`src/hdl/rv_isa_pkg.sv`:
```
`default_nettype none

package rv_isa_pkg;

  typedef logic [31:0] xlen_t;
  typedef logic [4:0]  reg_idx_t;

  localparam int NUM_REGS = 32;

  // Major opcodes of the supported RV32I subset
  typedef enum logic [6:0] {
    OP_LOAD    = 7'b0000011,
    OP_STORE   = 7'b0100011,
    OP_BRANCH  = 7'b1100011,
    OP_REG_IMM = 7'b0010011,
    OP_REG_REG = 7'b0110011,
    OP_SYSTEM  = 7'b1110011,
    OP_LUI     = 7'b0110111,
    OP_JAL     = 7'b1101111
  } opcode_t;

  typedef enum logic [3:0] {
    ALU_ADD    = 4'd0,
    ALU_SUB    = 4'd1,
    ALU_SLL    = 4'd2,
    ALU_SLT    = 4'd3,
    ALU_SLTU   = 4'd4,
    ALU_XOR    = 4'd5,
    ALU_SRL    = 4'd6,
    ALU_SRA    = 4'd7,
    ALU_OR     = 4'd8,
    ALU_AND    = 4'd9,
    ALU_PASS_B = 4'd10
  } alu_op_t;

  // Branch conditions, encoded as their funct3
  typedef enum logic [2:0] {
    BR_EQ  = 3'b000,
    BR_NE  = 3'b001,
    BR_LT  = 3'b100,
    BR_GE  = 3'b101,
    BR_LTU = 3'b110,
    BR_GEU = 3'b111
  } br_cond_t;

  localparam logic [6:0] FUNCT7_ALT = 7'b0100000;

  // addi x0, x0, 0
  localparam xlen_t INSN_NOP = 32'h0000_0013;

  typedef struct packed {
    xlen_t    pc;
    reg_idx_t rd;
    reg_idx_t rs1;
    reg_idx_t rs2;
    xlen_t    imm;
    alu_op_t  alu_op;
    logic     use_imm;
    logic     is_load;
    logic     is_store;
    logic     is_branch;
    logic     is_jal;
    logic     is_ecall;
    logic     we;
    br_cond_t br_cond;
  } decoded_insn_t;

endpackage

`default_nettype wire

```
`src/hdl/fetch_slot_if.sv`:
```
`timescale 1ns/1ps
`default_nettype none

// One fetched instruction on its way to the decode register.
// No ready: a valid slot is taken every cycle unless flushed.
interface fetch_slot_if;

  logic              valid;
  rv_isa_pkg::xlen_t pc;
  rv_isa_pkg::xlen_t insn;

  modport producer (
    output valid, pc, insn
  );

  modport consumer (
    input valid, pc, insn
  );

endinterface

`default_nettype wire

```
`src/hdl/decode_buffer.sv`:
```
`timescale 1ns/1ps
`default_nettype none

module decode_buffer (
  input  logic                      clk,
  input  logic                      rst,
  input  logic                      i_flush,
  fetch_slot_if.consumer            slot,
  output logic                      o_valid,
  output rv_isa_pkg::decoded_insn_t o_insn
);

  rv_isa_pkg::xlen_t         word;
  rv_isa_pkg::opcode_t       opcode;
  logic [2:0]                funct3;
  logic [6:0]                funct7;
  logic                      f7_alt;
  logic                      f7_zero;
  logic                      imm_ok;
  logic                      rr_ok;
  rv_isa_pkg::alu_op_t       alu_sel;
  rv_isa_pkg::decoded_insn_t dec;

  assign word    = slot.insn;
  assign opcode  = rv_isa_pkg::opcode_t'(word[6:0]);
  assign funct3  = word[14:12];
  assign funct7  = word[31:25];
  assign f7_alt  = (funct7 == rv_isa_pkg::FUNCT7_ALT);
  assign f7_zero = (funct7 == 7'd0);

  // Shift-immediates constrain funct7, the rest do not
  assign imm_ok = (funct3 == 3'b001) ? f7_zero :
                  (funct3 == 3'b101) ? (f7_zero | f7_alt) : 1'b1;
  // Only add/sub and srl/sra have an alternate form
  assign rr_ok  = f7_zero | (f7_alt & ((funct3 == 3'b000) | (funct3 == 3'b101)));

  // --------------------------------------------------
  // funct3/funct7 to ALU operation
  // --------------------------------------------------
  always_comb begin
    case (funct3)
      3'b000:  alu_sel = (opcode == rv_isa_pkg::OP_REG_REG && f7_alt) ?
                         rv_isa_pkg::ALU_SUB : rv_isa_pkg::ALU_ADD;
      3'b001:  alu_sel = rv_isa_pkg::ALU_SLL;
      3'b010:  alu_sel = rv_isa_pkg::ALU_SLT;
      3'b011:  alu_sel = rv_isa_pkg::ALU_SLTU;
      3'b100:  alu_sel = rv_isa_pkg::ALU_XOR;
      3'b101:  alu_sel = f7_alt ? rv_isa_pkg::ALU_SRA : rv_isa_pkg::ALU_SRL;
      3'b110:  alu_sel = rv_isa_pkg::ALU_OR;
      default: alu_sel = rv_isa_pkg::ALU_AND;
    endcase
  end

  // --------------------------------------------------
  // Field split and immediate build
  // --------------------------------------------------
  always_comb begin
    dec         = '0;
    dec.alu_op  = rv_isa_pkg::ALU_ADD;
    dec.pc      = slot.pc;
    dec.rd      = word[11:7];
    dec.rs1     = word[19:15];
    dec.rs2     = word[24:20];
    dec.br_cond = rv_isa_pkg::br_cond_t'(funct3);
    // Anything not matched below stays a no-op
    case (opcode)
      rv_isa_pkg::OP_LUI: begin
        dec.imm     = {word[31:12], 12'b0};
        dec.alu_op  = rv_isa_pkg::ALU_PASS_B;
        dec.use_imm = 1'b1;
        dec.we      = 1'b1;
      end
      rv_isa_pkg::OP_JAL: begin
        dec.imm    = {{11{word[31]}}, word[31], word[19:12], word[20], word[30:21], 1'b0};
        dec.is_jal = 1'b1;
        dec.we     = 1'b1;
      end
      rv_isa_pkg::OP_REG_IMM: begin
        if (imm_ok) begin
          dec.imm     = {{20{word[31]}}, word[31:20]};
          dec.alu_op  = alu_sel;
          dec.use_imm = 1'b1;
          dec.we      = 1'b1;
        end
      end
      rv_isa_pkg::OP_REG_REG: begin
        if (rr_ok) begin
          dec.alu_op = alu_sel;
          dec.we     = 1'b1;
        end
      end
      rv_isa_pkg::OP_LOAD: begin
        // Word access only
        if (funct3 == 3'b010) begin
          dec.imm     = {{20{word[31]}}, word[31:20]};
          dec.use_imm = 1'b1;
          dec.is_load = 1'b1;
          dec.we      = 1'b1;
        end
      end
      rv_isa_pkg::OP_STORE: begin
        if (funct3 == 3'b010) begin
          dec.imm      = {{20{word[31]}}, word[31:25], word[11:7]};
          dec.use_imm  = 1'b1;
          dec.is_store = 1'b1;
        end
      end
      rv_isa_pkg::OP_BRANCH: begin
        if (funct3 != 3'b010 && funct3 != 3'b011) begin
          dec.imm       = {{19{word[31]}}, word[31], word[7], word[30:25], word[11:8], 1'b0};
          dec.is_branch = 1'b1;
        end
      end
      rv_isa_pkg::OP_SYSTEM: begin
        dec.is_ecall = (word[31:7] == 25'd0);
      end
      default: begin
      end
    endcase
  end

  // --------------------------------------------------
  // Pipeline register
  // --------------------------------------------------
  always_ff @(posedge clk) begin
    if (rst) begin
      o_valid <= 1'b0;
    end else begin
      // Wrong-path word behind a redirect or ecall is dropped
      o_valid <= slot.valid & ~i_flush;
    end
  end

  always_ff @(posedge clk) begin
    if (slot.valid) begin
      o_insn <= dec;
    end
  end

endmodule

`default_nettype wire

```
`src/flat_wrapper.sv`:
```
// flat-port wrapper written by rule: the top's interface ports become plain ports
module decode_buffer_flat 
  (clk, rst, i_flush, o_valid, o_insn, slot_valid, slot_pc, slot_insn);
  fetch_slot_if slot_i ();
  input  logic clk;
  input  logic rst;
  input  logic i_flush;
  output logic o_valid;
  output rv_isa_pkg::decoded_insn_t o_insn;
  input wire logic [$bits(slot_i.valid)-1:0] slot_valid;
  input wire logic [$bits(slot_i.pc)-1:0] slot_pc;
  input wire logic [$bits(slot_i.insn)-1:0] slot_insn;
  assign slot_i.valid = slot_valid;
  assign slot_i.pc = slot_pc;
  assign slot_i.insn = slot_insn;
  decode_buffer u_core (.clk(clk), .rst(rst), .i_flush(i_flush), .slot(slot_i), .o_valid(o_valid), .o_insn(o_insn));
endmodule
```
`config.mk`:
```
export PLATFORM = sky130hd
export DESIGN_NAME = decode_buffer_flat
export DESIGN_NICKNAME = d
export VERILOG_FILES = /design/src/hdl/rv_isa_pkg.sv /design/src/hdl/fetch_slot_if.sv /design/src/hdl/decode_buffer.sv /design/src/flat_wrapper.sv
export SDC_FILE = /design/constraint.sdc
export NUM_CORES = 1
export LEC_CHECK = 0
export ABC_CLOCK_PERIOD_IN_PS = 3200
export BUFFER_PORTS_ARGS = -buffer_cell sky130_fd_sc_hd__buf_4
export CORE_ASPECT_RATIO = 1.2
export CORE_UTILIZATION = 48
export CTS_BUF_LIST = sky130_fd_sc_hd__clkbuf_8
export DETAILED_ROUTE_END_ITERATION = 16
export PLACE_DENSITY = 0.82
export SYNTH_ARGS = -nofsm -noshare
export SYNTH_HDL_FRONTEND = slang
export SYNTH_SLANG_ARGS = --single-unit
```
`constraint.sdc`:
```
create_clock -name clk -period 3.2 [get_ports clk]
set_clock_uncertainty 0.15 [all_clocks]
set_input_delay 0.64 -clock clk [delete_from_list [all_inputs] [get_ports clk]]
set_output_delay 0.64 -clock clk [all_outputs]
set_load 0.005 [all_outputs]
```
# Word-level counts from Yosys, hierarchy flattened
# Cells that the tools add are included.
# word_totals
register_bits,94
inputBits,68
output_inout_bits,94
word_cells,64
# classes
n_eq_ne,17
n_mux,20
bitwise_logic,6
reduce_logical,6
# ops
operator,n
32-bit one-hot mux with 6 select lines,1
32-bit two-way mux,3
37-bit two-way mux,1
7-bit by 6-bit equality test with 1-bit output (second input constant),4
4-bit one-hot mux with 7 select lines,1
25-bit logical NOT,1
7-bit equality test (second input constant),3
4-bit one-hot mux with 3 select lines,1
3-bit equality test (second input constant),3
1-bit two-way mux,9
1-bit one-hot mux with 4 select lines,2
7-bit by 2-bit equality test with 1-bit output (second input constant),1
7-bit by 5-bit equality test with 1-bit output (second input constant),1
7-bit logical NOT,1
3-bit by 2-bit equality test with 1-bit output (second input constant),2
3-bit by 2-bit inequality test with 1-bit output (second input constant),2
4-bit two-way mux,1
3-bit by 1-bit equality test with 1-bit output (second input constant),1
3-bit logical NOT,1
1-bit OR,3
1-bit AND,2
1-bit logical AND,2
2-bit two-way mux,1
2-bit OR reduction,1
1-bit inverter,1

# Logic depth before layout (Yosys ltp)
# logic_depth
word_depth,6
depth_mapped,7
depth_no_buf,5

# Worst setup path after synthesis
# OpenSTA, ideal clock, no wires.
# synth_timing
path_kind,input-to-reg
from,input port slot_insn[12]
to,"register, netlist name u_core.o_insn[45]"
setup_ns,0.176
t_arrival_ns,2.098
setup_slack_ns,0.776
cell_stages,6
path_buffers,1
path_cell_list,buf_6 > or4b_4 > or4_4 > o211ai_2 > nor3_2 > nor4_1
# synth_rtl
item,line_no,source
from (decl),flat_wrapper.sv:12,input wire logic [$bits(slot_i.insn)-1:0] slot_insn;

==> summary.txt <==
Setup path
  – CP Capture Type: flop
  – CP peak stage delay: 0.49 ns
  – Worst Path Required: 3.28 ns
  – Setup CP Type: primary input to flop
  – Crit path arrival time: 2.41 ns
  – CP Launch Type: primary input
  – Crit-path slowest cell: or4bb_1
  – Crit path cell chain: buf_4, nor2b_1, or4bb_1, nor2_1, o31a_1, a21o_1
  – Top fanout value on the critical path: 8

Finish
  – Area of the multi-input gates: 686.9 um^2
  – Layout cells sized above 1: 47.46%
  – Finished Layout Cells: ~480
  – Sequential standard cell area: 0.002813 mm^2
  – Fill count: 451
  – # diodes: 0
  – Total Nets Final: 457
  – Area Overhead vs Synth: 44.16%

Route
  – Vias/cell: roughly 5.4
  – Post-route ant nets: 0
  – Pre-Repair DR Iteration Count: 4
  – DRC: 0
  – Wirelength, routed: a little over 9000 um
  – Vias: about 2.6k
  – Post-DR wirelength/cell: 18.81 um
  – Initial DRC count: 177

Placed design
  – Detailed placer's ending HPWL: 6641 um
  – Input/output buffers: about 160
  – Placed instance count: 465
  – Placer congestion estimate: 0.9319

Synth
  – Commonest cells in the netlist: edfxtp_1 (93), nand2_1 (29), nor2_1 (12)
  – FF+latch count, synth: 94
  – Synth Flop Type: edfxtp_1
  – Gate count of the mapped netlist: 219
  – Cell area after technology mapping: 0.003536 mm^2
  – Post-Syn Nets: 287
  – Top-area cell type share of the netlist area: 78.98%
  – Count leader, synth: edfxtp_1
  – Number of synthesized flops with an enable pin: 93
  – Synth area leaders: edfxtp_1 (79%), nand2_1 (3.1%), a21o_1 (1.7%), nor2b_1 (1.4%), nor2_1 (1.3%)
  – Mean post-synth cell area: 16.15 um^2
  – Distinct cells, synth: 40
  – Synth warnings: 0
  – Largest area contributor in the netlist: edfxtp_1
  – Seq/Total Area, Yosys: approximately 80%
  – FFs w/ async S/R, synth: 0%

Pwr
  – Power density over the cells: 514.8 mW/mm^2
  – P_sw: 556.6 uW
  – Clock power frac: 33.4%
  – Pleak: ~2.2 nW
  – Sw Share: about a fifth
  – Comb power frac: around a tenth
  – Peak VDD IR: 348.7 uV
  – Cell Int Power: roughly 2.1 mW
  – Share of power burned in registers: 55.9%

Timing
  – Worst Tran Pin Value: 0.5188 ns
  – Final setup vio count: 0
  – Pins Over Slew Limit: 0
  – WHS: 0.2758 ns
  – Final hold violation count: 0
  – Setup_tns: 0 ns
  – Fin crit period: 2.333 ns
  – Max Fclk: 428.7 MHz
  – Final period utilization: 72.90%
  – Max_slew headroom: 65.41%
  – Unrepaired setup endpoints after global routing: no

Global route
  – Initial antenna violation count: 0
  – GRT Total Usage: a little under a quarter
  – Overflow left after global routing: 0
  – Vias in the first global route: 2484
  – First-pass GRT wire length: about 13000 um
  – Largest net degree at the start of global routing: 70

Clock network
  – Hold Buf Count CTS: 0
  – Clock transition at path regs: 0.09 ns
  – Clock sink total: 94
  – H-tree depth: 3
  – Post_cts resized: 0
  – CTS Buf Count: 9
  – Post CTS Setup Buffer Count: 0
  – CTS tree: done
  – CTS Buffer Depth: 2
  – Clk root buf: clkbuf_8

Die
  – Core ar.: 0.006978 mm^2
  – Die area: 0.007715 mm^2
  – Initial cell density of the core: 50.67%
  – I/O Pins: 162
  – Die Ht: 96.02 um
  – Die width: 80.35 um
  – FP Rows: 33

Job
  – Max capacitance violation total: 0

Min path
  – Type of the tightest min-delay check: primary input to flop

Run status
  – Run status: complete, no violations
## layout make-up
class	instances	area share (%)
multi-input combinational	116	13.48
tap	87	2.135
sequential	94	55.18
clock inverter	6	1.816
inverter	4	0.2946
timing repair buffer	164	24.40
clock buffer	10	2.700
## final timing paths
path | startpoint | endpoint | slack [ns] | depth (start not counted)
setup / recovery | slot_insn[6] | u_core.o_insn[29]$_DFFE_PP_ | 0.87 | 6
hold / removal | rst | u_core.o_valid$_SDFF_PP0_ | 0.28 | 2
## state kept, by name, summed over array words and instances, names as in the netlist
| name | flops |
|---|---|
| u_core.o_insn | 93 |
| u_core.o_valid | 1 |
## worst max-delay path: cells and delay by family
| family | cells | cell delay (ns) |
|---|---|---|
| AND/OR/NAND/NOR | 3 | 1.06 |
| buffers and inverters | 1 | 0.14 |
| AO/OA/AOI/OAI | 2 | 0.56 |
## logic make-up after synthesis
| logic type | count (synthesis) | share of synthesized area, % |
|---|---|---|
| xor+xnor | 1 | 0.2477 |
| compound gates | 35 | 7.042 |
| simple gates | 80 | 11.92 |
| flops | 94 | 79.55 |
| buf+inv | 9 | 1.238 |
## per-layer routing
metal	share of wire (%)	up-vias	track usage [%]
li1	-	1182	-
met1	36	1233	26.64
met2	52	166	40.25
met3	9.6	30	6.730
met4	2.8	0	12.80
met5	0	-	0
## power by group through the flow
stage	registers [mW]	clock network (mW)	logic (mW)
CTS	1.47	0.888	0.283
finish	1.47	0.877	0.281
global route	1.47	0.934	0.302
global placement	1.49	0	0.274
detailed placement	1.49	0	0.281
floorplan	1.50	0	0.0308
## cells in the final DEF (no fill, tap or decap), drive strengths merged, types with 3 or more instances in the layout
| cell | netlist | final |
|---|---|---|
| clkbuf | 2 | 10 |
| inv | 4 | 5 |
| a22o | 5 | 5 |
| a21oi | 5 | 5 |
| a21o | 8 | 8 |
| edfxtp | 93 | 93 |
| nand2 | 29 | 29 |
| nor4 | 7 | 7 |
| o21ai | 6 | 6 |
| nor2 | 12 | 12 |
| nor2b | 8 | 8 |
| buf | 3 | 164 |
| nand3 | 3 | 3 |
| nor3 | 4 | 4 |
## through the flow
stage | total power [mW] | cell area [um^2] | setup WS [ns] | utilization, %
finish | 2.624 | 5097 | 0.8672 | 73.05
global route | 2.710 | 5097 | 0.8105 | 73.05
CTS | 2.638 | 5097 | 0.9228 | 73.05
detailed placement | 1.774 | 4867 | 0.5721 | 69.75
global placement | 1.763 | 4867 | 0.6245 | 69.75
floorplan | 1.532 | 3536 | 0.7758 | -
No activity file was read; power rests on OpenSTA's default activity.
